--- config.mk ---
export PLATFORM = sky130hd
export DESIGN_NAME = instruction_fetch
export DESIGN_NICKNAME = d
export VERILOG_FILES = /design/src/rtl/mips_pkg.sv /design/src/rtl/instruction_fetch.sv
export VERILOG_INCLUDE_DIRS = /design/src /design/src/include
export SDC_FILE = /design/constraint.sdc
export NUM_CORES = 2
export LEC_CHECK = 0
export BUFFER_PORTS_ARGS = -buffer_cell sky130_fd_sc_hd__buf_2
export CAP_MARGIN = 10
export CORE_MARGIN = 2
export CORE_UTILIZATION = 47
export DETAILED_ROUTE_END_ITERATION = 8
export HOLD_SLACK_MARGIN = 0.12
export SLEW_MARGIN = 0
export SYNTH_ARGS = -nofsm -noshare
export SYNTH_HDL_FRONTEND = slang
export SYNTH_SLANG_ARGS = --single-unit
--- constraint.sdc ---
create_clock -name i_clock -period 8.55 [get_ports i_clock]
set_input_delay 0.4275 -clock i_clock [delete_from_list [all_inputs] [get_ports i_clock]]
set_output_delay 0.4275 -clock i_clock [all_outputs]
set_load 0.02 [all_outputs]
--- src/include/mips_consts.svh ---
`ifndef MIPS_CONSTS_SVH
`define MIPS_CONSTS_SVH

// Widths ------------------------
`define MIPS_NB_DATA        32          // Register and memory word
`define MIPS_NB_REG_ADDR    5           // 32 registers
`define MIPS_NB_MEM_ADDR    7           // 128 words per memory
`define MIPS_NB_BYTE        8           // Loader byte

// Opcodes, instr[31:26] ---------
`define MIPS_OP_RTYPE       6'h00
`define MIPS_OP_ADDI        6'h08
`define MIPS_OP_LW          6'h23
`define MIPS_OP_SW          6'h2B
`define MIPS_OP_BEQ         6'h04
`define MIPS_OP_BNE         6'h05

// Function codes, instr[5:0] ----
`define MIPS_FN_ADDU        6'h21
`define MIPS_FN_SUBU        6'h23
`define MIPS_FN_AND         6'h24
`define MIPS_FN_OR          6'h25
`define MIPS_FN_SLT         6'h2A

`define MIPS_HALT_WORD      32'hFFFF_FFFF   // Stops the pipeline once decoded

`endif

--- src/rtl/mips_pkg.sv ---
`include "mips_consts.svh"

package mips_pkg;

    typedef logic [`MIPS_NB_DATA-1:0]     data_t;
    typedef logic [`MIPS_NB_REG_ADDR-1:0] reg_addr_t;
    typedef logic [`MIPS_NB_MEM_ADDR-1:0] mem_addr_t;   // Word index, either memory
    typedef logic [`MIPS_NB_BYTE-1:0]     byte_t;

    typedef enum logic [2:0] {
        ALU_ADD,
        ALU_SUB,
        ALU_AND,
        ALU_OR,
        ALU_SLT                                         // Signed compare
    } alu_op_e;

    // Stage registers ------------
    typedef struct packed {
        data_t      instr;
        data_t      pc_plus_4;
    } if_id_t;

    typedef struct packed {
        data_t      op_a;           // Forwarded rs
        data_t      op_b;           // Forwarded rt, also store data
        data_t      imm;            // Sign extended
        reg_addr_t  dest;
        alu_op_e    alu_op;
        logic       alu_src;        // 1 selects imm for ALU input b
        logic       mem_write;
        logic       mem_read;
        logic       reg_write;
    } id_ex_t;

    typedef struct packed {
        data_t      alu_result;     // Also the data address
        data_t      store_data;
        reg_addr_t  dest;
        logic       mem_write;
        logic       mem_read;
        logic       reg_write;
    } ex_mem_t;

    typedef struct packed {
        data_t      wb_data;
        reg_addr_t  dest;
        logic       reg_write;
    } mem_wb_t;

endpackage

--- src/rtl/instruction_fetch.sv ---
`include "mips_consts.svh"

module instruction_fetch (
    input  logic              i_clock,
    input  logic              i_reset,
    input  logic              i_pc_reset,
    input  mips_pkg::byte_t   i_load_program_byte,
    input  logic              i_load_program_write_enable,
    input  logic              i_stall,
    input  logic              i_flush,
    input  logic              i_branch_taken,
    input  mips_pkg::data_t   i_branch_target,
    output mips_pkg::if_id_t  o_if_id,
    output mips_pkg::data_t   o_pc
);

    mips_pkg::data_t                   prog_mem [0:(1 << `MIPS_NB_MEM_ADDR) - 1];
    logic [3*`MIPS_NB_BYTE-1:0]        byte_buf;     // Upper three bytes of the word
    logic [1:0]                        byte_cnt;     // Position within the word
    mips_pkg::mem_addr_t               wr_ptr;
    mips_pkg::data_t                   pc;
    mips_pkg::data_t                   pc_plus_4;

    // Loader ---------------------
    // MSB first, the fourth byte completes the word
    always_ff @(posedge i_clock) begin
        if (i_reset) begin
            byte_cnt <= '0;
            wr_ptr   <= '0;
        end else if (i_load_program_write_enable) begin
            byte_cnt <= byte_cnt + 2'd1;             // Wraps after 3
            byte_buf <= {byte_buf[2*`MIPS_NB_BYTE-1:0], i_load_program_byte};
            if (byte_cnt == 2'd3) begin
                prog_mem[wr_ptr] <= {byte_buf, i_load_program_byte};
                wr_ptr           <= wr_ptr + mips_pkg::mem_addr_t'(1);
            end
        end
    end

    // PC and IF/ID ---------------
    assign pc_plus_4 = pc + 32'd4;
    assign o_pc      = pc;

    always_ff @(posedge i_clock) begin
        if (i_reset || i_pc_reset) begin
            pc      <= '0;
            o_if_id <= '0;                               // NOP in decode
        end else if (!i_stall) begin
            pc <= i_branch_taken ? i_branch_target : pc_plus_4;
            if (i_flush)
                o_if_id.instr <= '0;                     // Drop the fetched word
            else
                o_if_id.instr <= prog_mem[pc[`MIPS_NB_MEM_ADDR+1:2]];
            o_if_id.pc_plus_4 <= pc_plus_4;
        end
    end

    // Program bytes arrive only while the pipeline sits idle
    a_no_stall_flush_in_load: assert property (
        @(posedge i_clock) disable iff (i_reset)
            i_load_program_write_enable |-> !(i_stall || i_flush)
    );

endmodule

==> results.cfg <==
[clock_network]
cts-root-buf = clkbuf_16
cts.sinks = 4232
clock_latency_ns = 1.00
cts_htree_levels = 5
cts_resized = 0
cts_buffers = 415
cts_hold_buf = 51
clk_pin_slew_ns = 0.06
cts_tree = done
clock_path_buffers = 4
cts_setup_buffers = 0

[setup_path]
cp_slowest_stage_delay_ns = 0.96
cp_top_family = compound AO/OA/AOI/OAI gates
crit_path_start_kind = flip-flop
required_ns = 9.35
crit_chain = buf_12 > and2_4 > buf_4 > a22oi_1 > a21oi_1 > nor4_1 > buf_4 > a2111oi_0 > nand3_1
crit_cells = 9
reg2reg_depth = 9
cp_slowest_cell = a2111oi_0
path_common_cell = buf_4
crit_type = flip-flop to flip-flop
ff2ff_setup_slack_ns = 3.42
cp_max_fo = 48
path_buf_inv = 3
crit_arrival_ns = 5.93
end_kind = flip-flop

[floorplan]
die_x_um = 592
dieArea_sq_um = 350000
pin_count = 143
initial_core_util = 0.473
fp.dieH_um = 592
core.rowCount = 215
core_sq_um = 343000

[route]
drc = 0
first_iter_violations = 11000
vias = 82700
wire_per_inst_um = 34.3
drtAntennaViolNets = 0
drt-total-wl_um = 453000
firstDrtPassIters = 5
viasPerCell = 6.26

[timing]
hold_viol_final = 0
skew_ns = 0.0437
fmax_mhz = 195
rsz0062_at_grt = no
slew_headroom = 0.118
drv_slew = 0
tns_ns = 0
setup_viol = 0
finalCriticalPeriod_ns = 5.13
tightest_slew_ns = 1.32
timing.final.crit_share = 0.600

[finish]
final_layout_size_suffix_gt1_frac = 0.234
nFillCells = 26100
fin_nets = 8342
area_delta_synth_final_pct = 13.7
finalNonFillerCells = 13200
design_area_sq_um = 184000

[placement]
dp_hpwl_um = 259000
gp_congestion = 0.851
place_area_sq_um = 170000
placed_cells = 12400
numPortBuffers = 142

[logic_synthesis]
syn_avg_cell_area_sq_um = 20.7
ys_ff_latch = 4232
syn_inst = 7840
synthFlopType = edfxtp_1
synth_common_cells = edfxtp_1, mux4_2, mux2i_1
netlist_area_sq_um = 162000
yosysMostFrequentCell = edfxtp_1
ys_types = 53
synth-edff-count = 4120
yosys_warnings = 0
synth_nets = 7890
synth.area.top_cells = edfxtp_1, mux4_2, mux2i_1, dfxtp_1, a22oi_1
ys_async_sr_fraction = 0
synth_top_cell_by_area = edfxtp_1
seq_area_frac_synth = 0.776
yosysTopAreaCellShare = 0.763

[flow_run]
drv_cap = 0

[global_routing]
grt.total_usage = 0.256
grt-ovfl-total = 0
met2_usage = 0.394
antenna_found_initial = 36
grt_pass1_wl_um = 631000
gr-usage-met3 = 0.0554
gr-max-usage-layer = met2
first_global_vias = 80800
met1_usage = 0.369
grt_max_degree = 109

[min_path]
holdPathStages = 4
hold_class = input port to flip-flop

[power]
power.total_mw = 42.0
ir_drop_mv = 0.182
p_leak_nw = 56.0
power_density_nw_per_um2 = 228

[status]
status = finished, final reports clean
## metrics by stage
stage,util,hold WS (ns),worst slack (ns)
floorplan,-,0.449,4.37
global placement,0.494,0.432,2.82
detailed placement,0.496,0.455,3.48
CTS,0.537,0.200,3.44
global route,0.537,0.261,3.23
finish,0.537,0.262,3.42
## worst register-to-register path, cell delays in order, from the launching register on
cell,delay [ns]
dfxtp_4,0.83
buf_12,0.49
and2_4,0.73
buf_4,0.77
a22oi_1,0.20
a21oi_1,0.46
nor4_1,0.19
buf_4,0.18
a2111oi_0,0.96
nand3_1,0.14
## worst paths after layout
path	startpoint	endpoint
max	flip-flop	o_if_id[60]$_SDFFE_PP0N_
min	i_branch_target[0]	o_pc[0]$_SDFFE_PP0P_
max reg2reg	flip-flop	o_if_id[60]$_SDFFE_PP0N_
min reg2reg	byte_buf[15]$_DFFE_PP_	byte_buf[23]$_DFFE_PP_
## report_power, final
group	internal, mW	switching, mW	leakage [nW]	total (mW)
sequential	22.7	0.0480	37.9	22.7
combinational	0.422	0.855	11.5	1.28
clock	10.3	7.74	6.52	18.0
## state kept, by name (all words and copies together) (netlist names), named ones only
signal / cells
prog_mem: 4096
byte_buf: 24
wr_ptr: 7
o_if_id: 64
o_pc: 32
byte_cnt: 2
## cells by family after synthesis
family                   count (synthesis)  synth area share
buffers and inverters                  472            0.0140
adder cells (fa/ha/maj)                  3          0.000231
AO/OA/AOI/OAI                          868            0.0376
multiplexers                          1432             0.148
flip-flops                            4232             0.776
XOR/XNOR                                33           0.00178
AND/OR/NAND/NOR                        800            0.0218
## metal layers
layer | wire, um | vias to the layer above
met5 | 171 | -
met4 | 14700 | 18
met3 | 44700 | 628
li1 | - | 33600
met2 | 210000 | 4120
met1 | 183000 | 44300
## final cells by class
cell class                 instances  area, sq um  area share
antenna                           12         30.0    0.000163
clock inverter                   249         2240      0.0122
multi-input combinational       3136        35300       0.191
timing repair buffer             500         4090      0.0222
sequential                      4232       126000       0.683
clock buffer                     513        11000      0.0598
tap                             4557         5700      0.0309
inverter                           7         33.8    0.000183
## placed cells by master, fill, tap and decap left out, types with 47 or more instances in the layout
cell type / count
a21oi_1: 238
a22oi_1: 263
buf_2: 134
buf_4: 257
clkbuf_1: 78
clkbuf_16: 422
clkinv_1: 88
clkinv_2: 92
dfxtp_1: 107
dlygate4sd3_1: 51
edfxtp_1: 4120
mux2i_1: 656
mux4_2: 775
nand2_1: 325
nand3_1: 75
nor2_1: 76
nor2_4: 132
o21ai_0: 47
o221ai_1: 94
No activity file was read; power rests on OpenSTA's default activity.
