$ cat config.mk
export PLATFORM = sky130hd
export DESIGN_NAME = hazard_unit
export DESIGN_NICKNAME = d
export VERILOG_FILES = /design/src/rtl/mips_pkg.sv /design/src/rtl/hazard_unit.sv
export VERILOG_INCLUDE_DIRS = /design/src /design/src/include
export SDC_FILE = /design/constraint.sdc
export NUM_CORES = 1
export LEC_CHECK = 0
export ABC_CLOCK_PERIOD_IN_PS = 900
export BUFFER_PORTS_ARGS = -buffer_cell sky130_fd_sc_hd__buf_2
export CAP_MARGIN = 20
export CORE_AREA = 8 8 45 47
export DETAILED_ROUTE_END_ITERATION = 6
export DIE_AREA = 0 0 53 55
export PLACE_DENSITY = 0.35
export SLEW_MARGIN = 20
export SYNTH_ARGS = -nofsm -noshare
export SYNTH_HDL_FRONTEND = slang
export SYNTH_SLANG_ARGS = --single-unit
$ cat constraint.sdc
create_clock -name vclk -period 0.9
set_input_delay 0.045 -clock vclk [all_inputs]
set_output_delay 0.045 -clock vclk [all_outputs]
set_load 0.01 [all_outputs]
$ cat src/include/mips_consts.svh
`ifndef MIPS_CONSTS_SVH
`define MIPS_CONSTS_SVH

// Widths ------------------------
`define MIPS_NB_DATA        32          // Register and memory word
`define MIPS_NB_REG_ADDR    5           // 32 registers
`define MIPS_NB_MEM_ADDR    7           // 128 words per memory
`define MIPS_NB_BYTE        8           // Loader byte

// Opcodes, instr[31:26] ---------
`define MIPS_OP_RTYPE       6'h00
`define MIPS_OP_ADDI        6'h08
`define MIPS_OP_LW          6'h23
`define MIPS_OP_SW          6'h2B
`define MIPS_OP_BEQ         6'h04
`define MIPS_OP_BNE         6'h05

// Function codes, instr[5:0] ----
`define MIPS_FN_ADDU        6'h21
`define MIPS_FN_SUBU        6'h23
`define MIPS_FN_AND         6'h24
`define MIPS_FN_OR          6'h25
`define MIPS_FN_SLT         6'h2A

`define MIPS_HALT_WORD      32'hFFFF_FFFF   // Stops the pipeline once decoded

`endif

$ cat src/rtl/mips_pkg.sv
`include "mips_consts.svh"

package mips_pkg;

    typedef logic [`MIPS_NB_DATA-1:0]     data_t;
    typedef logic [`MIPS_NB_REG_ADDR-1:0] reg_addr_t;
    typedef logic [`MIPS_NB_MEM_ADDR-1:0] mem_addr_t;   // Word index, either memory
    typedef logic [`MIPS_NB_BYTE-1:0]     byte_t;

    typedef enum logic [2:0] {
        ALU_ADD,
        ALU_SUB,
        ALU_AND,
        ALU_OR,
        ALU_SLT                                         // Signed compare
    } alu_op_e;

    // Stage registers ------------
    typedef struct packed {
        data_t      instr;
        data_t      pc_plus_4;
    } if_id_t;

    typedef struct packed {
        data_t      op_a;           // Forwarded rs
        data_t      op_b;           // Forwarded rt, also store data
        data_t      imm;            // Sign extended
        reg_addr_t  dest;
        alu_op_e    alu_op;
        logic       alu_src;        // 1 selects imm for ALU input b
        logic       mem_write;
        logic       mem_read;
        logic       reg_write;
    } id_ex_t;

    typedef struct packed {
        data_t      alu_result;     // Also the data address
        data_t      store_data;
        reg_addr_t  dest;
        logic       mem_write;
        logic       mem_read;
        logic       reg_write;
    } ex_mem_t;

    typedef struct packed {
        data_t      wb_data;
        reg_addr_t  dest;
        logic       reg_write;
    } mem_wb_t;

endpackage

$ cat src/rtl/hazard_unit.sv
module hazard_unit (
    input  mips_pkg::reg_addr_t i_rs,               // Sources of the instr in decode
    input  mips_pkg::reg_addr_t i_rt,
    input  logic                i_id_ex_mem_read,   // Load now in EX
    input  mips_pkg::reg_addr_t i_id_ex_dest,
    input  logic                i_branch_taken,
    input  logic                i_halted,
    output logic                o_stall,
    output logic                o_flush
);

    logic load_use;

    // Loaded word reaches MEM forwarding one cycle later
    assign load_use = i_id_ex_mem_read && (i_id_ex_dest != '0)
                      && (i_id_ex_dest == i_rs || i_id_ex_dest == i_rt);

    assign o_stall = load_use || i_halted;           // Halt freezes IF and ID
    assign o_flush = i_branch_taken && !o_stall;     // Branch operands valid only unstalled

endmodule

==> load_flow_metrics.sql <==
INSERT INTO impl_metrics (metric_group, metric, value, unit) VALUES
('timing', 'final-max-slew-violation-count', '0', ''),
('floorplanning', 'die_width', '53', 'um'),
('final_layout', 'layout.cells.non_filler', '59', ''),
('timing', 'timing.final.crit_period', '1.11', 'ns'),
('global_route', 'number_of_antenna_violations_at_the_first_check_in_global_routing', '0', ''),
('setup_path', 'worstSetupPathType', 'in -> out', ''),
('final_layout', 'multiInputGateArea', '153', 'sq um'),
('floorplanning', 'core.rowCount', '14', ''),
('setup_path', 'critical_path_arrival', '1.06', 'ns'),
('final_layout', 'post_route_cells_drive_above_1_share', '0.605', ''),
('power_and_ir_drop', 'leakagePower', '0.169', 'nW'),
('floorplanning', 'boundaryPins', '20', ''),
('timing', 'slew_headroom', '0.849', ''),
('timing', 'final-hold-violation-count', '0', ''),
('timing', 'fmax', '903', 'MHz'),
('floorplanning', 'fp.dieArea', '2920', 'sq um'),
('synthesis', 'synthMostInstantiatedCell', 'sky130_fd_sc_hd__xor2_1', ''),
('setup_path', 'worstPathMaxFanout', '2', ''),
('drt', 'firstDrtPassIters', '1', ''),
('setup_path', 'critPathMaxStageDelay', '0.52', 'ns'),
('synthesis', 'yosys.cell_types.count', '9', ''),
('drt', 'wl_per_cell', '9.81', 'um'),
('timing', 'grt_setup_unrepaired', 'yes', ''),
('final_layout', 'finalNetCount', '63', ''),
('setup_path', 'path_delay_family', 'simple AND/OR/NAND/NOR gates', ''),
('drt', 'vias_per_cell', '3.66', ''),
('setup_path', 'worstSetupEndpointType', 'output port', ''),
('power_and_ir_drop', 'irDropWorstVdd', '0.000138', 'V'),
('synthesis', 'synth_top_cells_by_count', 'sky130_fd_sc_hd__xor2_1 (10), sky130_fd_sc_hd__nor2_1 (2), sky130_fd_sc_hd__nor3_1 (2)', ''),
('floorplanning', 'area_of_the_core', '1380', 'sq um'),
('final_layout', 'n_fill_cell', '161', ''),
('hold_path', 'hp-start', 'i_halted', ''),
('floorplanning', 'die_y', '55', 'um'),
('place', 'post-place-cells', '59', ''),
('global_route', 'combined_global_route_utilization_of_all_metal_layers', '0.0398', ''),
('synthesis', 'syn-cell-area', '148', 'sq um'),
('synthesis', 'netlist.area_leader.share', '0.593', ''),
('timing', 'worst_slack', '-0.208', 'ns'),
('timing', 'finalSetupTns', '-0.369', 'ns'),
('place', 'port_buffers', '20', ''),
('synthesis', 'synthesis.instances', '20', ''),
('power_and_ir_drop', 'cellPowerDensity', '416', 'nW/um^2'),
('cts', 'holdBufCountCts', '0', ''),
('outcome', 'failing_checks', 'negative setup slack', ''),
('synthesis', 'synth_nets', '38', ''),
('hold_path', 'hp-class', 'in -> out', ''),
('setup_path', 'critical_path.startpoint_type', 'input port', ''),
('timing', 'period_share', '1.23', ''),
('floorplanning', 'initial_utilization', '0.107', ''),
('global_route', 'grt_first_pass_wirelength', '938', 'um'),
('drt', 'vias', '216', ''),
('drt', 'drc_errors', '0', ''),
('final_layout', 'antenna-diode-count', '0', ''),
('setup_path', 'crit_path_top_delay_cell', 'sky130_fd_sc_hd__or4_4', ''),
('final_layout', 'num-clock-buffers', '0', ''),
('synthesis', 'synth_top_cells_by_area', 'sky130_fd_sc_hd__xor2_1 (59%), sky130_fd_sc_hd__nor3_1 (6.8%), sky130_fd_sc_hd__o211a_1 (6.8%)', ''),
('setup_path', 'critPathBufInv', '2', ''),
('global_route', 'grt_max_degree', '4', ''),
('synthesis', 'synth_area_per_cell', '7.38', 'sq um'),
('place', 'hpwlAfterDp', '545', 'um'),
('global_route', 'number_of_global_route_vias_before_repair', '220', ''),
('setup_path', 'worst_ep_required_time', '0.85', 'ns'),
('final_layout', 'seqCellArea', '0', 'sq um'),
('timing', 'setup-violations-final', '2', ''),
('drt', 'postRouteAntennaNets', '0', ''),
('hold_path', 'min_delay_worst_endpoint', 'o_stall', ''),
('synthesis', 'ys_warn_count', '0', ''),
('job', 'max_cap_violations', '0', ''),
('setup_path', 'critical_path_cell_sequence', 'buf_6 > or4_4 > o21ai_2 > o211a_1 > buf_2', ''),
('drt', 'detailedRoute.firstIterationViolations', '0', ''),
('drt', 'routed_wl', '579', 'um'),
('global_route', 'remaining_overflow_grt', '0', ''),
('place', 'globalplace.congestion', '0.712', ''),
('timing', 'worst-slew-pin-transition', '0.226', 'ns'),
('synthesis', 'yosys.area.top_type', 'sky130_fd_sc_hd__xor2_1', ''),
('final_layout', 'layout.sequential_cells', '0', ''),
('outcome', 'status', 'finished with violations', ''),
('cts', 'postCtsSetupBuffers', '0', ''),
('final_layout', 'syn_to_final_growth', '111', '%'),
('hold_path', 'hold-path-cell-count', '4', ''),
('synthesis', 'synth.yosys.seq_area_share', '0', '');
## metrics by stage
stage                     hold slack (ns)  power (mW)  worst slack (ns)   util  instance area, sq um
after global routing                0.427       0.146            -0.247  0.225                   312
after global placement              0.392       0.121            -0.236  0.210                   290
final                               0.389       0.129            -0.208  0.225                   312
after CTS                           0.393       0.129            -0.212  0.222                   307
after floorplan                     0.209      0.0488           -0.0256      -                   148
after detailed placement            0.386       0.121            -0.245  0.210                   290
## logic make-up (layout without fill, tap and decap cells)
family / Yosys count / after routing / share of synthesized area
buffers and inverters: 1 / 24 / 0.0254
AND/OR/NAND/NOR: 5 / 5 / 0.170
AO/OA/AOI/OAI: 4 / 4 / 0.212
XOR/XNOR: 10 / 10 / 0.593
## metal layers
metal / up-vias / share of wire / GRT usage
met5: - / 0 / 0
met4: 0 / 0 / 0
met3: 0 / 0.23 / 0.0214
met2: 19 / 0.24 / 0.0469
met1: 82 / 0.53 / 0.0618
li1: 115 / - / -
## layout make-up
cell class,count,share of cell area
inverters,1,0.0120
repair buffers,23,0.434
well taps,16,0.0643
multi-input cells,19,0.490
## layout by cell type (no fill, tap or decap)
cell type,instances
sky130_fd_sc_hd__nor3_1,1
sky130_fd_sc_hd__buf_4,3
sky130_fd_sc_hd__o211a_1,1
sky130_fd_sc_hd__buf_2,18
sky130_fd_sc_hd__o21ai_2,1
sky130_fd_sc_hd__nor3_2,1
sky130_fd_sc_hd__or4_4,1
sky130_fd_sc_hd__buf_6,2
sky130_fd_sc_hd__o21ai_1,1
sky130_fd_sc_hd__inv_1,1
sky130_fd_sc_hd__xor2_1,10
sky130_fd_sc_hd__a22oi_1,1
sky130_fd_sc_hd__nor2_1,2
## report_power, final
part | internal (mW) | switching (mW) | leakage [nW]
combinational | 0.0748 | 0.0547 | 0.169
clock | 0 | 0 | 0
sequential | 0 | 0 | 0
total | 0.0748 | 0.0547 | 0.169
## worst max-delay path by stage
stage	from	endpoint	slack, ns	depth (start not counted)
floorplan	i_id_ex_dest[1]	o_flush	-0.03	3
global placement	i_id_ex_dest[1]	o_flush	-0.24	5
detailed placement	i_id_ex_dest[4]	o_flush	-0.25	5
CTS	i_id_ex_dest[1]	o_flush	-0.21	5
global route	i_id_ex_dest[1]	o_flush	-0.25	5
finish	i_id_ex_dest[1]	o_flush	-0.21	5
## timing repair
action	4_1_cts	5_1_grt
endpoints found under the hold margin	0	0
setup endpoints to repair	2	2
pin swaps	1	0
gates resized for setup	5	1
Note: power is estimated with default switching activity, not from simulation.
