**src/include/mips_consts.svh**
```systemverilog
`ifndef MIPS_CONSTS_SVH
`define MIPS_CONSTS_SVH

// Widths ------------------------
`define MIPS_NB_DATA        32          // Register and memory word
`define MIPS_NB_REG_ADDR    5           // 32 registers
`define MIPS_NB_MEM_ADDR    7           // 128 words per memory
`define MIPS_NB_BYTE        8           // Loader byte

// Opcodes, instr[31:26] ---------
`define MIPS_OP_RTYPE       6'h00
`define MIPS_OP_ADDI        6'h08
`define MIPS_OP_LW          6'h23
`define MIPS_OP_SW          6'h2B
`define MIPS_OP_BEQ         6'h04
`define MIPS_OP_BNE         6'h05

// Function codes, instr[5:0] ----
`define MIPS_FN_ADDU        6'h21
`define MIPS_FN_SUBU        6'h23
`define MIPS_FN_AND         6'h24
`define MIPS_FN_OR          6'h25
`define MIPS_FN_SLT         6'h2A

`define MIPS_HALT_WORD      32'hFFFF_FFFF   // Stops the pipeline once decoded

`endif

```
**src/rtl/mips_pkg.sv**
```systemverilog
`include "mips_consts.svh"

package mips_pkg;

    typedef logic [`MIPS_NB_DATA-1:0]     data_t;
    typedef logic [`MIPS_NB_REG_ADDR-1:0] reg_addr_t;
    typedef logic [`MIPS_NB_MEM_ADDR-1:0] mem_addr_t;   // Word index, either memory
    typedef logic [`MIPS_NB_BYTE-1:0]     byte_t;

    typedef enum logic [2:0] {
        ALU_ADD,
        ALU_SUB,
        ALU_AND,
        ALU_OR,
        ALU_SLT                                         // Signed compare
    } alu_op_e;

    // Stage registers ------------
    typedef struct packed {
        data_t      instr;
        data_t      pc_plus_4;
    } if_id_t;

    typedef struct packed {
        data_t      op_a;           // Forwarded rs
        data_t      op_b;           // Forwarded rt, also store data
        data_t      imm;            // Sign extended
        reg_addr_t  dest;
        alu_op_e    alu_op;
        logic       alu_src;        // 1 selects imm for ALU input b
        logic       mem_write;
        logic       mem_read;
        logic       reg_write;
    } id_ex_t;

    typedef struct packed {
        data_t      alu_result;     // Also the data address
        data_t      store_data;
        reg_addr_t  dest;
        logic       mem_write;
        logic       mem_read;
        logic       reg_write;
    } ex_mem_t;

    typedef struct packed {
        data_t      wb_data;
        reg_addr_t  dest;
        logic       reg_write;
    } mem_wb_t;

endpackage

```
**src/rtl/instruction_decode.sv**
```systemverilog
`include "mips_consts.svh"

module instruction_decode (
    input  logic                i_clock,
    input  logic                i_reset,
    input  logic                i_pc_reset,
    input  mips_pkg::if_id_t    i_if_id,
    input  logic                i_stall,
    input  mips_pkg::data_t     i_ex_result,      // ALU output of the instr in EX
    input  mips_pkg::reg_addr_t i_ex_dest,
    input  logic                i_ex_reg_write,
    input  mips_pkg::data_t     i_mem_result,     // Write-back value of the instr in MEM
    input  mips_pkg::reg_addr_t i_mem_dest,
    input  logic                i_mem_reg_write,
    input  mips_pkg::mem_wb_t   i_mem_wb,         // Bank write and last forward source
    input  mips_pkg::reg_addr_t i_debug_read_reg_address,
    output mips_pkg::id_ex_t    o_id_ex,
    output mips_pkg::reg_addr_t o_rs,
    output mips_pkg::reg_addr_t o_rt,
    output logic                o_branch_taken,
    output mips_pkg::data_t     o_branch_target,
    output logic                o_halted,
    output mips_pkg::data_t     o_debug_read_reg
);

    mips_pkg::data_t     reg_bank [0:(1 << `MIPS_NB_REG_ADDR) - 1];
    mips_pkg::data_t     instr;
    logic [5:0]          opcode;
    logic [5:0]          funct;
    mips_pkg::reg_addr_t rd;
    mips_pkg::data_t     imm_ext;
    mips_pkg::data_t     rs_data;              // After forwarding
    mips_pkg::data_t     rt_data;
    logic                is_beq;
    logic                is_bne;
    mips_pkg::id_ex_t    id_ex_next;

    assign instr   = i_if_id.instr;
    assign opcode  = instr[31:26];
    assign o_rs    = instr[25:21];
    assign o_rt    = instr[20:16];
    assign rd      = instr[15:11];
    assign funct   = instr[5:0];
    assign imm_ext = {{16{instr[15]}}, instr[15:0]};

    // Priority EX, MEM, WB, then the bank
    function automatic mips_pkg::data_t fwd(mips_pkg::reg_addr_t addr);
        if (addr == '0)
            return '0;
        if (i_ex_reg_write && i_ex_dest == addr)
            return i_ex_result;
        if (i_mem_reg_write && i_mem_dest == addr)
            return i_mem_result;
        if (i_mem_wb.reg_write && i_mem_wb.dest == addr)
            return i_mem_wb.wb_data;                 // Same-cycle bank write
        return reg_bank[addr];
    endfunction

    always_comb begin
        rs_data = fwd(o_rs);
        rt_data = fwd(o_rt);
    end

    // Branch resolves here ------
    assign o_branch_taken  = (is_beq && rs_data == rt_data) || (is_bne && rs_data != rt_data);
    assign o_branch_target = i_if_id.pc_plus_4 + {imm_ext[`MIPS_NB_DATA-3:0], 2'b00};

    // Control decode
    always_comb begin
        id_ex_next        = '0;
        id_ex_next.op_a   = rs_data;
        id_ex_next.op_b   = rt_data;
        id_ex_next.imm    = imm_ext;
        id_ex_next.dest   = rd;
        id_ex_next.alu_op = mips_pkg::ALU_ADD;
        is_beq            = 1'b0;
        is_bne            = 1'b0;
        case (opcode)
            `MIPS_OP_RTYPE: begin
                id_ex_next.reg_write = 1'b1;
                case (funct)
                    `MIPS_FN_ADDU: id_ex_next.alu_op = mips_pkg::ALU_ADD;
                    `MIPS_FN_SUBU: id_ex_next.alu_op = mips_pkg::ALU_SUB;
                    `MIPS_FN_AND:  id_ex_next.alu_op = mips_pkg::ALU_AND;
                    `MIPS_FN_OR:   id_ex_next.alu_op = mips_pkg::ALU_OR;
                    `MIPS_FN_SLT:  id_ex_next.alu_op = mips_pkg::ALU_SLT;
                    default:       id_ex_next.reg_write = 1'b0;  // NOP lands here
                endcase
            end
            `MIPS_OP_ADDI: begin
                id_ex_next.alu_src   = 1'b1;
                id_ex_next.reg_write = 1'b1;
                id_ex_next.dest      = o_rt;
            end
            `MIPS_OP_LW: begin
                id_ex_next.alu_src   = 1'b1;
                id_ex_next.mem_read  = 1'b1;
                id_ex_next.reg_write = 1'b1;
                id_ex_next.dest      = o_rt;
            end
            `MIPS_OP_SW: begin
                id_ex_next.alu_src   = 1'b1;
                id_ex_next.mem_write = 1'b1;
            end
            `MIPS_OP_BEQ: is_beq = 1'b1;
            `MIPS_OP_BNE: is_bne = 1'b1;
            default: ;                               // Halt word and unknown ops
        endcase
        if (id_ex_next.dest == '0)
            id_ex_next.reg_write = 1'b0;             // r0 stays zero
    end

    // Halt flag and ID/EX --------
    always_ff @(posedge i_clock) begin
        if (i_reset || i_pc_reset) begin
            o_halted <= 1'b0;
            o_id_ex  <= '0;
        end else begin
            if (instr == `MIPS_HALT_WORD)
                o_halted <= 1'b1;
            if (i_stall || o_halted)
                o_id_ex <= '0;                       // Bubble
            else
                o_id_ex <= id_ex_next;
        end
    end

    // Bank write at the end of WB
    always_ff @(posedge i_clock) begin
        if (i_mem_wb.reg_write)
            reg_bank[i_mem_wb.dest] <= i_mem_wb.wb_data;
    end

    assign o_debug_read_reg = (i_debug_read_reg_address == '0) ? '0
                                                              : reg_bank[i_debug_read_reg_address];

    // Write to r0 dropped here must not reappear three stages later
    a_no_r0_write: assert property (
        @(posedge i_clock) disable iff (i_reset) !(i_mem_wb.reg_write && i_mem_wb.dest == '0)
    );

endmodule

```
**config.mk**
```make
export PLATFORM = sky130hd
export DESIGN_NAME = instruction_decode
export DESIGN_NICKNAME = d
export VERILOG_FILES = /design/src/rtl/mips_pkg.sv /design/src/rtl/instruction_decode.sv
export VERILOG_INCLUDE_DIRS = /design/src /design/src/include
export SDC_FILE = /design/constraint.sdc
export NUM_CORES = 2
export LEC_CHECK = 0
export ABC_CLOCK_PERIOD_IN_PS = 5700
export BUFFER_PORTS_ARGS = -buffer_cell sky130_fd_sc_hd__buf_4
export CORE_ASPECT_RATIO = 1.25
export CORE_MARGIN = 8
export CORE_UTILIZATION = 55
export CTS_CLUSTER_DIAMETER = 150
export DETAILED_ROUTE_END_ITERATION = 12
export PLACE_DENSITY = 0.82
export SYNTH_ARGS = -nofsm -noshare
export SYNTH_HDL_FRONTEND = slang
export SYNTH_SLANG_ARGS = --single-unit
```
**constraint.sdc**
```tcl
create_clock -name i_clock -period 5.7 [get_ports i_clock]
set_input_delay 1.425 -clock i_clock [delete_from_list [all_inputs] [get_ports i_clock]]
set_output_delay 1.425 -clock i_clock [all_outputs]
set_load 0.02 [all_outputs]
```
==> summary.txt <==
Die
  – Die W: between 300 and 400 um
  – Starting density of the core: a little under three fifths
  – Core ar.: around 0.11 mm2
  – Die ar.: roughly 0.12 mm2
  – I/O Pins: approximately 370
  – Row cnt: about 140
  – Die Height: 391 um

Routing
  – Routed Antenna Nets: 0
  – Drt total wl: between 200000 and 300000 um
  – 1st-pass router iterations: 10
  – WL/cell: 41.6 um
  – Initial DRC Count: 9510
  – Via Count: 48647
  – DRC: 0
  – Vias/cell: 8.05

Outcome
  – Outcome: complete, but fails checks
  – Failing checks: setup timing

Timing
  – Least-Margin Pin Slew: roughly 1200 ps
  – Worst Skew: 36.1 ps
  – Final worst setup slack: -1050 ps
  – Pins Over Slew Limit: 0
  – RSZ-0062 raised after global routing: yes
  – Period utilization: 118%
  – Fmax: 148 MHz
  – Fin Setup TNS: -1110 ps
  – Post-layout min period: 6750 ps
  – Hold Violations, Final: 0
  – Final Setup Violations: 2
  – Slew margin rel.: 19.0%

Synth
  – Asr flop ratio synth: 0%
  – Commonest cells in the netlist: edfxtp_1 (1024), mux4_2 (704), mux2i_1 (262), clkbuf_1 (162), nor2_1 (142)
  – Net Count, Synth: just under 4000
  – Number of synthesized flops with an enable pin: roughly 1000
  – Post-synthesis sequential area ratio: a little over half
  – Largest area contributor in the netlist: edfxtp_1
  – Ys Warns: 0
  – Most frequent cell after synthesis: edfxtp_1
  – Synth Flop Type: edfxtp_1
  – Synth top area cells: edfxtp_1 (50%), mux4_2 (26%), mux2i_1 (4.2%), dfxtp_1 (3.0%), o221ai_1 (1.8%)
  – Post-synth cell types: 71
  – Post-synth top area share: 49.7%
  – Netlist Area Pre-Place: 0.0619 mm2
  – Syn Area/Cell: 16.7 um2
  – Post-Synthesis Cells: 3695
  – Yosys reg bits: about 1100

Global route
  – Vias in the first global route: 48165
  – M3 GR Usage: 18.6%
  – Largest net degree at the start of global routing: 60
  – Congestion Overflow GR: 0
  – First-pass GRT wire length: between 300000 and 400000 um
  – Initial antenna violation count: 7
  – Grt met1 use: 46.6%
  – GR peak layer: met2
  – Met2 global-route usage: 57.6%
  – Tot GR Track Use: between 30% and 40%

Final layout
  – Final core occ: 68.6%
  – Fin nets: 4705
  – Post-route design area: 0.0766 mm2
  – Share of layout cells above drive strength 1: 46.7%
  – Area delta synth->final: 23.8%

Placement
  – Dpl hpwl: ~160000 um
  – I/O Buffers: 366
  – Gp weighted congestion: 1.00
  – Pre-CTS worst setup slack: -1500 ps
  – Placed Area: 0.0711 mm2

Setup path
  – CP Class: primary input to output pin
  – Critical Path RT: 4280 ps
  – CP max-delay cell: a21oi_1
  – Critical Path Fanout Max: 10
  – Cells along the critical path: buf_4 > buf_4 > and2_4 > buf_4 > buf_4 > a22o_1 > a211o_1 > nand4_1 > a21oi_1 > xnor2_1 > nor4_4 > nand3_2 > nor3_4 > buf_6 > mux2i_2 > buf_4
  – Cell family with most CP delay: simple AND/OR/NAND/NOR gates
  – Critical path arrival: 5320 ps
  – Startpoint types: primary input
  – Worst path max stage delay: 470 ps
  – Buf/Inv on CP: 6
  – Crit. End Element: output pin
  – CP dominant cell by count: buf_4

Clock tree
  – Count of hold-fix buffers inserted at cts: 0
  – Clk root buf: clkbuf_16
  – Clock-pin slew on the worst setup and hold paths: 60 ps
  – Clock H-tree levels: 3
  – Num CTS Buffers: 108
  – CTS sink count: 1117
  – CTS tree: yes
  – Worst-skew pair later-pin latency: 760 ps
  – CTS max path bufs: 3

Power and ir drop
  – Tot Pwr: 20.8 mW
  – Maximum vdd drop: 309 uV
  – Pwr Density: 271 mW/mm2
  – Pleak: between 20 and 30 nW

Worst hold path
  – Hold crit path type: register to register

Flow run
  – Max cap viols: 0
where the power goes:
group	internal [mW]	switching (mW)	total (mW)
Sequential	9.05	0.0724	9.12
Combinational	1.67	2.05	3.72
Clock	4.52	3.39	7.91
state kept, by name, indices dropped and copies added (netlist names):
signal	count
o_id_ex	92
o_halted	1
reg_bank	1024
cells in the final DEF, fill, tap and decap left out, types with 13 or more instances in the layout:
master / count
buf_4: 898
clkinv_1: 13
a21oi_1: 54
o221ai_2: 14
a21o_1: 13
mux2_2: 30
clkbuf_16: 109
ha_1: 29
clkbuf_1: 13
nand2_1: 44
bufinv_16: 22
nor2_4: 35
a22oi_1: 42
a211oi_1: 47
mux2i_1: 261
o21ai_0: 33
clkinv_2: 22
a22o_1: 90
nor3_1: 16
inv_1: 40
and2_1: 42
buf_6: 20
o22ai_1: 32
xnor2_1: 36
xor2_1: 39
mux4_2: 704
edfxtp_1: 1024
nor2_1: 107
buf_12: 123
nand3_1: 55
o221ai_1: 114
dfxtp_1: 93
nand4_1: 22
a2111oi_4: 13
a211o_1: 52
nor4_1: 17
final timing paths:
check | startpoint | endpoint | slack, ps | cells past startpoint
hold / removal | o_halted | o_halted | 590 | 2
hold reg to reg | o_halted | o_halted | 590 | 2
setup reg to reg | reg_bank[30][7] | o_id_ex[51] | 3120 | 7
setup / recovery | i_if_id[56] | o_branch_taken | -1050 | 16
stage by stage:
step                      hold slack [ps]  std cells
after global routing                  617       6038
final                                 594       6045
after global placement                581       5776
after CTS                             597       6019
after detailed placement              587       5776
after floorplan                       615       3695
cells by family after synthesis:
family          after synthesis  synth area share (%)
simple gates                411                  3.37
fa+ha+maj                    30                 0.619
xor+xnor                     85                  1.20
compound gates              635                  8.10
flops                      1117                  52.7
buf+inv                     418                  3.52
mux                         999                  30.5
final cells by class:
cell class | count | area (um2)
fillers | 6869 | 35000
flip-flops and latches | 1117 | 32600
multi-input cells | 2160 | 28300
repair buffers | 1060 | 9890
clock buffers | 122 | 2780
well taps | 1459 | 1830
clock inverters | 78 | 1040
inverters | 41 | 154
diodes | 8 | 20.0
repair_timing:
action,CTS,global route
gates resized for setup,126,40
gates cloned,5,0
buffers inserted,38,19
setup endpoints to repair,3,8
pin swaps,45,22
tightest hold or removal path, cell delays in order (launching register included):
cell	delay, ps
dfxtp_1	340
a31oi_1	160
nor3_1	50
routing by layer:
metal	vias to the layer above	wire length (um)
met5	-	21
met1	23711	74700
li1	17557	-
met3	1566	46900
met4	4	23300
met2	5809	107000
Power figures use the tool's default switching activity.
