<file path="config.mk">
export PLATFORM = sky130hd
export DESIGN_NAME = execution
export DESIGN_NICKNAME = d
export VERILOG_FILES = /design/src/rtl/mips_pkg.sv /design/src/rtl/execution.sv
export VERILOG_INCLUDE_DIRS = /design/src /design/src/include
export SDC_FILE = /design/constraint.sdc
export NUM_CORES = 1
export LEC_CHECK = 0
export ABC_AREA = 1
export BUFFER_PORTS_ARGS = -buffer_cell sky130_fd_sc_hd__buf_2
export CAP_MARGIN = 5
export CORE_AREA = 2 2 146 148
export DETAILED_ROUTE_END_ITERATION = 8
export DIE_AREA = 0 0 148 150
export PLACE_DENSITY = 0.68
export SYNTH_ARGS = -nofsm -noshare
export SYNTH_HDL_FRONTEND = slang
export SYNTH_SLANG_ARGS = --single-unit
</file>
<file path="constraint.sdc">
create_clock -name i_clock -period 3.9 [get_ports i_clock]
set_input_delay 0.39 -clock i_clock [delete_from_list [all_inputs] [get_ports i_clock]]
set_output_delay 0.39 -clock i_clock [all_outputs]
set_load 0.02 [all_outputs]
</file>
<file path="src/include/mips_consts.svh">
`ifndef MIPS_CONSTS_SVH
`define MIPS_CONSTS_SVH

// Widths ------------------------
`define MIPS_NB_DATA        32          // Register and memory word
`define MIPS_NB_REG_ADDR    5           // 32 registers
`define MIPS_NB_MEM_ADDR    7           // 128 words per memory
`define MIPS_NB_BYTE        8           // Loader byte

// Opcodes, instr[31:26] ---------
`define MIPS_OP_RTYPE       6'h00
`define MIPS_OP_ADDI        6'h08
`define MIPS_OP_LW          6'h23
`define MIPS_OP_SW          6'h2B
`define MIPS_OP_BEQ         6'h04
`define MIPS_OP_BNE         6'h05

// Function codes, instr[5:0] ----
`define MIPS_FN_ADDU        6'h21
`define MIPS_FN_SUBU        6'h23
`define MIPS_FN_AND         6'h24
`define MIPS_FN_OR          6'h25
`define MIPS_FN_SLT         6'h2A

`define MIPS_HALT_WORD      32'hFFFF_FFFF   // Stops the pipeline once decoded

`endif

</file>
<file path="src/rtl/mips_pkg.sv">
`include "mips_consts.svh"

package mips_pkg;

    typedef logic [`MIPS_NB_DATA-1:0]     data_t;
    typedef logic [`MIPS_NB_REG_ADDR-1:0] reg_addr_t;
    typedef logic [`MIPS_NB_MEM_ADDR-1:0] mem_addr_t;   // Word index, either memory
    typedef logic [`MIPS_NB_BYTE-1:0]     byte_t;

    typedef enum logic [2:0] {
        ALU_ADD,
        ALU_SUB,
        ALU_AND,
        ALU_OR,
        ALU_SLT                                         // Signed compare
    } alu_op_e;

    // Stage registers ------------
    typedef struct packed {
        data_t      instr;
        data_t      pc_plus_4;
    } if_id_t;

    typedef struct packed {
        data_t      op_a;           // Forwarded rs
        data_t      op_b;           // Forwarded rt, also store data
        data_t      imm;            // Sign extended
        reg_addr_t  dest;
        alu_op_e    alu_op;
        logic       alu_src;        // 1 selects imm for ALU input b
        logic       mem_write;
        logic       mem_read;
        logic       reg_write;
    } id_ex_t;

    typedef struct packed {
        data_t      alu_result;     // Also the data address
        data_t      store_data;
        reg_addr_t  dest;
        logic       mem_write;
        logic       mem_read;
        logic       reg_write;
    } ex_mem_t;

    typedef struct packed {
        data_t      wb_data;
        reg_addr_t  dest;
        logic       reg_write;
    } mem_wb_t;

endpackage

</file>
<file path="src/rtl/execution.sv">
module execution (
    input  logic                i_clock,
    input  logic                i_reset,
    input  logic                i_pc_reset,
    input  mips_pkg::id_ex_t    i_id_ex,
    output mips_pkg::ex_mem_t   o_ex_mem,
    output mips_pkg::data_t     o_alu_result,     // Forwarded to decode
    output mips_pkg::reg_addr_t o_dest,
    output logic                o_reg_write
);

    mips_pkg::data_t alu_b;

    assign alu_b = i_id_ex.alu_src ? i_id_ex.imm : i_id_ex.op_b;

    // ALU ------------------------
    always_comb begin
        case (i_id_ex.alu_op)
            mips_pkg::ALU_ADD: o_alu_result = i_id_ex.op_a + alu_b;
            mips_pkg::ALU_SUB: o_alu_result = i_id_ex.op_a - alu_b;
            mips_pkg::ALU_AND: o_alu_result = i_id_ex.op_a & alu_b;
            mips_pkg::ALU_OR:  o_alu_result = i_id_ex.op_a | alu_b;
            mips_pkg::ALU_SLT: o_alu_result = {31'd0, $signed(i_id_ex.op_a) < $signed(alu_b)};
            default:           o_alu_result = '0;
        endcase
    end

    assign o_dest      = i_id_ex.dest;
    assign o_reg_write = i_id_ex.reg_write;

    // EX/MEM register
    always_ff @(posedge i_clock) begin
        if (i_reset || i_pc_reset) begin
            o_ex_mem <= '0;
        end else begin
            o_ex_mem.alu_result <= o_alu_result;
            o_ex_mem.store_data <= i_id_ex.op_b;    // rt for SW
            o_ex_mem.dest       <= i_id_ex.dest;
            o_ex_mem.mem_write  <= i_id_ex.mem_write;
            o_ex_mem.mem_read   <= i_id_ex.mem_read;
            o_ex_mem.reg_write  <= i_id_ex.reg_write;
        end
    end

    // Decode never marks one instruction as both load and store
    a_no_read_and_write: assert property (
        @(posedge i_clock) disable iff (i_reset) !(i_id_ex.mem_read && i_id_ex.mem_write)
    );

endmodule

</file>
==> results.md, run 1 <==
* Status: finished, final reports clean
* Initial antenna violation count at 0
* Initial core utilization at 0.443
* Crit Path Max Fanout at 27
* Most flop-heavy register: o_ex_mem
* Worst path required time at between 3 and 4 ns
* Die W at 148 um
* Total Die Area at 22200 um2
* Top post-synthesis cells by area: nand2_1 (18%), dfxtp_1 (16%), inv_1 (15%)
* Post-DP HPWL at 26900 um
* CP Class: primary input to primary output
* NumNets Final at between 2k and 2.5k
* Area delta synth->final at 16.5%
* Vias post-DR at 10.3k
* Count leader, synth: nand2_1
* Initial DRT Pass Iterations at 6
* Mapped Nets at 1822
* Startpoint Class: primary input
* Post-synth EDFFs at 0
* I/O Buffers at 220
* Biggest registers after layout: o_ex_mem (72)
* Cell taking the most area after synthesis: nand2_1
* Slew headroom at 0.459
* Pleak at 6.72 nW
* Tcrit/Tclk final at 0.911
* Top post-synthesis cells by count: nand2_1 (448), inv_1 (361), nor2_1 (145)
* Hold/Removal Path Class: primary input to flip-flop
* Setup Fix Bufs, Post-CTS at 0
* Max Cap Viol at 0
* Pwr dens at 299 nW/um2
* Max reg flops at 72
* Share of the synthesized area in the top cell type at 0.184
* Routed vias/inst at roughly 5
* Synthesis Warnings at 0
* Gr ovfl total at 0
* RSZ-0062 raised after global routing: no
* Endpoints failing setup at 0
* Boundary pin count at between 200 and 250
* # rows at 53
* Worst-Margin Slew at 0.803 ns
* Max Fclk at 282 MHz
* Post-Syn Instances at 1603
* Sum Neg Setup Slack at 0 ns
* Final core utilization at 0.516
* Number of routed nets with antenna violations at 0
* Worst EP arrival at about 3.2 ns
* Placed Area at 10300 um2
* Setup crit end kind: primary output
* Post-synth top flop: dfxtp_1
* Clk slew on worst S/H paths at 0.07 ns
* DRT iter0 DRCs at 901
* Clock H-tree levels at 3
* Async set-reset flop share out of synthesis at 0
* Final Hold Fails at 0
* Clock sink total at 72
* ANT cells at 0
* Final GP Congestion at 1.02
* Largest net degree at the start of global routing at 37
* CTS Root Cell: clkbuf_16
* Max IR drop VDD at 175 uV
* Crit path launch: i_id_ex[3]
* Residual DRC at 0
* FILL cells at ~2.2k
* CTS tree: done
* Slew Viols, Final at 0
* Yosys cell types at 36
* Post_cts resized at 0
* First-pass GRT wire length at 49000 um
* Routed wire length per instance at 15.7 um
* Mapped Area at 9160 um2
* Fin area at 10700 um2
* Core area at just over 20000 um2
* CTS max path bufs at 2
* Seq cells post-synth at 72
* Total Wirelength at approximately 32000 um
* Worst setup endpoint: o_alu_result[25]
* Placed Cells at ~2.1k
* Register area share after synthesis at 0.157
* Die height at 150 um
* Min Tclk post-route at 3.55 ns
* Post-synthesis area per instance at 5.72 um2
* Fin cells at 2072
* Hold_buf cts at 0
* GRT Total Usage at 0.287
* Vias in the first global route at 9269
* Proportion of layout cells with a drive suffix above 1 at 0.200
* Clock buffer count from CTS at 9
[final cells by class]
class,instances,area (um2),share of cell area
clock buffers,9,225,0.0211
clock inverters,7,104,0.00973
inverters,379,1420,0.133
multi-input cells,1098,5940,0.556
flip-flops and latches,72,1440,0.135
well taps,275,344,0.0322
repair buffers,232,1200,0.112
[power by group]
part	switching, mW	internal [mW]
sequential	0.00605	0.766
clock	0.404	0.568
combinational	1.00	0.441
[per-layer routing]
| metal | up-vias | part of all wire | wire length (um) | GRT usage |
|---|---|---|---|---|
| met4 | 0 | 0.024 | 789 | 0.0867 |
| met2 | 472 | 0.43 | 13800 | 0.447 |
| met5 | - | 0 | 0 | 0 |
| li1 | 5199 | - | - | - |
| met3 | 53 | 0.10 | 3350 | 0.0527 |
| met1 | 4564 | 0.45 | 14500 | 0.403 |
[kinds of logic after synthesis]
kind of cell	Yosys count	share of synthesized area
AO/OA/AOI/OAI	170	0.103
flip-flops	72	0.157
adder cells (fa/ha/maj)	108	0.149
buffers and inverters	433	0.195
AND/OR/NAND/NOR	820	0.395
[cell usage in the layout (no fill, tap or decap), drive strengths merged]
cell,synthesis,final
o21bai,9,9
nor3,16,16
o21a,2,2
nand3,137,137
ha,106,106
nor2,178,178
a31oi,13,13
a32oi,1,1
and2,4,4
bufinv,0,2
nand3b,1,1
nand4,15,15
fa,2,2
a221oi,1,1
dfxtp,72,72
nand2,466,466
clkinv,3,7
or2,3,3
clkbuf,15,9
a21oi,86,86
inv,376,377
buf,39,232
o2111ai,1,1
o21ai,57,57
[worst min-delay path by stage]
stage,start,end,slack [ns],cells past startpoint
finish,i_id_ex[69],o_ex_mem[33],0.24,3
global route,i_id_ex[70],o_ex_mem[34],0.25,3
CTS,i_id_ex[69],o_ex_mem[33],0.23,3
detailed placement,i_id_ex[54],o_ex_mem[18],0.62,3
global placement,i_id_ex[7],o_ex_mem[3],0.61,3
floorplan,i_id_ex[0],o_ex_mem[0],0.50,2
[critical path, stage by stage]
cell	delay [ns]
buf_6	0.15
buf_4	0.20
o21ai_0	0.54
ha_1	0.47
nor2_2	0.25
nand2_1	0.18
nor3_2	0.20
and2_1	0.15
nand2_1	0.09
nand4_1	0.09
nand3_1	0.15
nand3_2	0.12
buf_2	0.16
[metrics by stage]
step	worst slack, ns	power, mW	hold slack [ns]
3_5_place_dp	0.154	2.20	0.619
5_1_grt	0.0281	3.38	0.250
3_3_place_gp	0.204	2.19	0.614
6_report	0.349	3.19	0.243
4_1_cts	0.148	3.18	0.232
2_1_floorplan	0.786	1.80	0.502
(Power assumes the default switching activity.)
==> run 2: changes to the inputs <==
--- a/config.mk
+++ b/config.mk
@@ -13,6 +13,7 @@
 export DETAILED_ROUTE_END_ITERATION = 8
 export DIE_AREA = 0 0 148 150
 export PLACE_DENSITY = 0.68
+export SETUP_SLACK_MARGIN = 0.4
 export SYNTH_ARGS = -nofsm -noshare
 export SYNTH_HDL_FRONTEND = slang
 export SYNTH_SLANG_ARGS = --single-unit
==> run 2 against run 1 <==
  * Sequential power is essentially flat
  * First-iteration DRC count down 1.2%
  * Clock power is essentially flat
  * Largest power group unchanged
  * Critical endpoint is now o_alu_result[31]
  * Count of clock-buffer cells in the layout did not move
  * Hold slack got worse by 0.0013 ns
  * Die area stayed put
==> results.md, run 2 (synthesis results as in run 1) <==
* Status: finished, final reports clean
* Slew Viols, Final at 0
* GRT Total Usage at 0.287
* Residual DRC at 0
* Hold EP: o_ex_mem[33]
* Die W at 148 um
* Proportion of layout cells with a drive suffix above 1 at 0.203
* Fin cells at 2072
* Clock sink total at 72
* Vias in the first global route at 9268
* Endpoints failing setup at 0
* Hold Crit Depth at 3
* GR peak layer: met2
* Largest net degree at the start of global routing at 37
* Setup crit end kind: primary output
* I/O Buffers at 220
* Vias post-DR at 10.2k
* Routed wire length per instance at approximately 16 um
* RSZ-0062 raised after global routing: yes
* Boundary pin count at between 200 and 250
* Initial DRT Pass Iterations at 6
* Clock H-tree levels at 3
* Routing usage on met3 at 0.0527
* CTS max path bufs at 2
* Worst-Margin Slew at ~0.85 ns
* CP cell instances: buf_12 -> o21ai_0 -> ha_1 -> nor2_1 -> nand2_1 -> inv_1 -> nand2_1 -> nand2_1 -> nand2_2 -> nand2_2 -> nand2_1 -> nand2_1 -> nand2_1 -> nand3_1 -> nand3_2 -> buf_2
* Setup slack after layout at 0.518 ns
* Total Die Area at 22200 um2
* Most frequent CP cell: nand2_1
* Max IR drop VDD at 182 uV
* Hold Crit Start: i_id_ex[69]
* Max reg flops at 72
* Commonest non-fill, non-tap cells in the layout: nand2_1 (447), inv_1 (361), buf_2 (219)
* Initial antenna violation count at 0
* Area delta synth->final at 17.0%
* CTS Root Cell: clkbuf_16
* Biggest registers after layout: o_ex_mem (72)
* Dpl ws at between 0.15 and 0.2 ns
* Final Hold Fails at 0
* Startpoint Class: primary input
* Core area at roughly 21000 um2
* Max Cap Viol at 0
* Most flop-heavy register: o_ex_mem
* Slowest-stage cell, CP: o21ai_0
* Slew headroom at 0.430
* # rows at 53
* M2 GR Usage at 0.447
* Slowest Stage Delay on Critical Path at between 0.5 and 0.6 ns
* CTS tree: done
* Initial core utilization at 0.443
* First-pass GRT wire length at 49000 um
* Clk slew on worst S/H paths at 0.07 ns
* Hold_buf cts at 0
* Min Tclk post-route at about 3.4 ns
* FILL cells at 2235
* Post_cts resized at 5
* Number of routed nets with antenna violations at 0
* Pwr dens at about 300 nW/um2
* Tcrit/Tclk final at 0.867
* Final GP Congestion at 1.02
* Pleak at between 6 and 7 nW
* Clock buffer count from CTS at 9
* Gr ovfl total at 0
* Sum Neg Setup Slack at 0 ns
* Met1 GRT Util at 0.403
* DRT iter0 DRCs at 890
* Worst EP arrival at 2.99 ns
* Max Fclk at 296 MHz
* Placed Cells at 2056
* Setup Fix Bufs, Post-CTS at 0
* CP Class: primary input to primary output
* Most common cell after layout, fill and taps aside: nand2_1
* Routed vias/inst at 4.94
* Worst path required time at 3.51 ns
* Crit Path Max Fanout at 27
* Post-DP HPWL at between 20000 and 30000 um
* Die height at 150 um
* Hold/Removal Path Class: primary input to flip-flop
* ANT cells at 0
* Total Wirelength at 32400 um
* NumNets Final at just over 2k
run 2: cell counts in the layout (fill, tap and decap cells not counted):
Identical to the previous run, type by type.
run 2: worst max-delay path, delay by kind of cell:
| family | cells | cell delay, ns |
|---|---|---|
| compound gates | 1 | 0.55 |
| fa+ha+maj | 1 | 0.44 |
| buf+inv | 3 | 0.38 |
| simple gates | 11 | 1.20 |
run 2: cell type report:
cell class,count,area (um2),share of cell area
Clock inverter,7,104,0.00969
Clock buffer,9,225,0.0210
Inverter,379,1420,0.133
Tap cell,275,344,0.0321
Multi-Input combinational cell,1098,5970,0.556
Timing Repair Buffer,232,1220,0.114
Sequential cell,72,1440,0.134
run 2: how the worst max path moves through the flow:
stage / startpoint / end / slack, ns / depth (start not counted)
floorplan: i_id_ex[3] / o_alu_result[0] / 0.79 / 20
global placement: i_id_ex[3] / o_alu_result[0] / 0.20 / 20
detailed placement: i_id_ex[3] / o_alu_result[0] / 0.15 / 21
CTS: i_id_ex[3] / o_alu_result[0] / 0.44 / 22
global route: i_id_ex[3] / o_alu_result[0] / 0.38 / 18
finish: i_id_ex[3] / o_alu_result[31] / 0.52 / 16
run 2: power by group:
group / internal (mW) / switching [mW]
combinational: 0.446 / 1.00
clock: 0.568 / 0.405
sequential: 0.766 / 0.00598
run 2: stage by stage:
| stage | cell area, um2 | utilization | total power [mW] | hold slack, ns |
|---|---|---|---|---|
| 2_1_floorplan | 9160 | - | 1.80 | 0.502 |
| 3_3_place_gp | 10300 | 0.500 | 2.19 | 0.614 |
| 3_5_place_dp | 10300 | 0.500 | 2.20 | 0.619 |
| 4_1_cts | 10700 | 0.516 | 3.19 | 0.232 |
| 5_1_grt | 10700 | 0.518 | 3.39 | 0.250 |
| 6_report | 10700 | 0.518 | 3.20 | 0.241 |
run 2: layer usage:
| layer | wire length [um] | share of wire |
|---|---|---|
| met4 | 758 | 0.023 |
| met2 | 13700 | 0.42 |
| met1 | 14800 | 0.45 |
| met5 | 0 | 0 |
| met3 | 3190 | 0.098 |
==> run 3: changes to the inputs <==
--- a/config.mk
+++ b/config.mk
@@ -6,13 +6,12 @@
 export SDC_FILE = /design/constraint.sdc
 export NUM_CORES = 1
 export LEC_CHECK = 0
-export ABC_AREA = 1
 export BUFFER_PORTS_ARGS = -buffer_cell sky130_fd_sc_hd__buf_2
 export CAP_MARGIN = 5
-export CORE_AREA = 2 2 146 148
+export CORE_AREA = 2 2 133 135
 export DETAILED_ROUTE_END_ITERATION = 8
-export DIE_AREA = 0 0 148 150
-export PLACE_DENSITY = 0.68
+export DIE_AREA = 0 0 135 137
+export PLACE_DENSITY = 0.7
 export SETUP_SLACK_MARGIN = 0.4
 export SYNTH_ARGS = -nofsm -noshare
 export SYNTH_HDL_FRONTEND = slang
==> run 3 against run 2 <==
  * The flow now finishes with violations (setup timing)
  * Via count shrank 13%
  * Global-route usage up 1.1 points
  * Setup slack lost 0.57 ns
  * Clock power is 5.2% lower
  * Area after synthesis down 17%
  * Synthesized cell count is 37% lower
  * Sequential power is essentially flat
  * Sequential cell count unchanged
==> results.md, run 3 <==
* Pleak at around 5.6 nW
* Count leader, synth: ha_1
* Number of routed nets with antenna violations at 0
* Clock buffer count from CTS at 9
* Most flop-heavy register: o_ex_mem
* CTS tree: done
* Routed wire length per instance at 18.0 um
* Max Cap Viol at 0
* Mapped Nets at between 1k and 1.5k
* Max IR drop VDD at 258 uV
* Initial core utilization at 0.444
* Area delta synth->final at 54.6%
* Top post-synthesis cells by area: dfxtp_1 (19%), ha_1 (18%), a21oi_1 (6.5%)
* I/O Buffers at 220
* Most common cell after layout, fill and taps aside: buf_2
* RSZ-0062 raised after global routing: yes
* Boundary pin count at approximately 220
* Clock power frac at 0.258
* Tcrit/Tclk final at 1.01
* Failing checks: setup timing
* NumNets Final at ~1.6k
* Total Wirelength at 28700 um
* Top post-synthesis cells by count: ha_1 (106), a21oi_1 (98), inv_1 (93)
* Total Die Area at 18500 um2
* Initial antenna violation count at 0
* Post-synth EDFFs at 0
* Hold_buf cts at 0
* Biggest registers after layout: o_ex_mem (72)
* Post-DP HPWL at 20600 um
* Sequential Power Share at 0.217
* Min Tclk post-route at 3.95 ns
* Crit path buf inv count at 3
* Sw frac at 0.397
* Total power at between 3 and 4 mW
* ANT cells at 0
* Core area at 17100 um2
* Vias in the first global route at 8608
* Worst EP arrival at roughly 3.6 ns
* First-pass GRT wire length at 43800 um
* Initial DRT Pass Iterations at 5
* Max reg flops at 72
* Proportion of layout cells with a drive suffix above 1 at 0.435
* Routed vias/inst at 5.62
* Worst path required time at 3.51 ns
* Gate power share at 0.525
* Max Fclk at 253 MHz
* Clock H-tree levels at 3
* Mapped Area at 7570 um2
* # rows at 48
* Placed Area at 9850 um2
* Synthesis Warnings at 0
* Async set-reset flop share out of synthesis at 0
* Slowest-stage cell, CP: a2111o_1
* Gr ovfl total at 0
* Setup crit end kind: primary output
* Status: complete, but fails checks
* Pwr dens at 305 nW/um2
* DRT iter0 DRCs at ~840
* Slowest Stage Delay on Critical Path at around 0.44 ns
* Setup slack after layout at -0.0478 ns
* GRT Total Usage at 0.298
* Cell taking the most area after synthesis: dfxtp_1
* CP Class: primary input to primary output
* Commonest non-fill, non-tap cells in the layout: buf_2 (199), buf_4 (182), inv_1 (88)
* Endpoints failing setup at 3
* Startpoint Class: primary input
* Internal at 2.15 mW
* Seq cells post-synth at 72
* Die W at about 140 um
* Clk slew on worst S/H paths at 0.06 ns
* Largest net degree at the start of global routing at 38
* CTS Root Cell: clkbuf_16
* Post-synth top flop: dfxtp_1
* CP cell instances: buf_12 -> buf_12 -> mux2i_4 -> ha_4 -> or3b_4 -> o2111ai_2 -> a31oi_4 -> a2111o_1 -> a2111o_1 -> a31oi_4 -> o31ai_2 -> a2111o_1 -> o21ai_4 -> buf_6
* Final GP Congestion at slightly below 1
* Slew Viols, Final at 0
* Final Hold Fails at 0
* Switching pwr at 1.42 mW
* Most frequent CP cell: a2111o_1
* Register area share after synthesis at 0.190
* Worst path top cell family by delay: compound AO/OA/AOI/OAI gates
* Share of the synthesized area in the top cell type at 0.190
* Post-Syn Instances at 1006
* Slew headroom at 0.521
* CTS max path bufs at 2
* Yosys cell types at 74
* Fin area at 11700 um2
* Crit Path Max Fanout at 6
* Die height at 137 um
* Clock sink total at 72
* Post-synthesis area per instance at ~7.5 um2
* Hold/Removal Path Class: primary input to flip-flop
* Vias post-DR at 8936
* Residual DRC at 0
* Worst-Margin Slew at 0.719 ns
[run 3: changes by cell type after synthesis, moves of 18 or more]
cell,before,now
nand2_1,448,59
inv_1,361,93
nand3_1,114,14
nor2_1,145,74
and2_1,3,58
mux2i_1,0,41
nor2_2,30,0
nor3_1,9,34
nand3_2,23,0
a21oi_1,77,98
clkbuf_1,14,33
nand2_2,18,0
[run 3: area by class of cell]
type,count,area [um2]
clock buffer,11,253
timing repair buffer,406,2720
fill,1399,5350
clock inverter,5,62.6
inverter,97,364
multi-input combinational,773,6580
tap,225,282
sequential,72,1440
[run 3: logic make-up after synthesis]
logic type | share of synthesized area
XOR/XNOR | 0.0254
buffers and inverters | 0.0874
AO/OA/AOI/OAI | 0.247
multiplexers | 0.0542
AND/OR/NAND/NOR | 0.215
flip-flops | 0.190
adder cells (fa/ha/maj) | 0.180
[run 3: final timing paths]
| path | end | slack (ns) | startpoint | cells past startpoint |
|---|---|---|---|---|
| setup / recovery | o_alu_result[25] | -0.05 | i_id_ex[3] | 14 |
| hold / removal | o_ex_mem[1] | 0.23 | i_id_ex[1] | 2 |
[run 3: metal layers]
layer	routed length, um	track usage	share of wire	vias up
met3	2140	0.0393	0.075	73
met2	13300	0.499	0.46	443
li1	-	-	-	4237
met5	0	0	0	-
met1	12200	0.382	0.43	4183
met4	992	0.138	0.035	0
[run 3: power by group through the flow]
stage | clock, mW | sequential (mW) | combinational [mW]
2_1_floorplan | 0 | 0.834 | 0.861
3_3_place_gp | 0 | 0.789 | 1.47
3_5_place_dp | 0 | 0.790 | 1.48
4_1_cts | 0.933 | 0.774 | 1.73
5_1_grt | 0.958 | 0.776 | 2.01
6_report | 0.922 | 0.774 | 1.88
[run 3: metrics by stage]
step	hold WS (ns)	util	instances	TNS, ns	worst slack, ns
2_1_floorplan	0.512	-	1006	0	0.167
3_3_place_gp	0.589	0.577	1529	-0.750	-0.145
3_5_place_dp	0.599	0.577	1529	-1.47	-0.209
4_1_cts	0.229	0.659	1574	-0.0165	-0.0165
5_1_grt	0.229	0.686	1589	-0.834	-0.132
6_report	0.235	0.686	1589	-0.0949	-0.0478
[run 3: repair_timing]
action                     4_1_cts  5_1_grt
gates resized for setup        180       66
hold endpoints to repair         0        0
buffers inserted                28       15
pin swaps                       51       42
gates cloned                     1        0
setup endpoints to repair       24       27
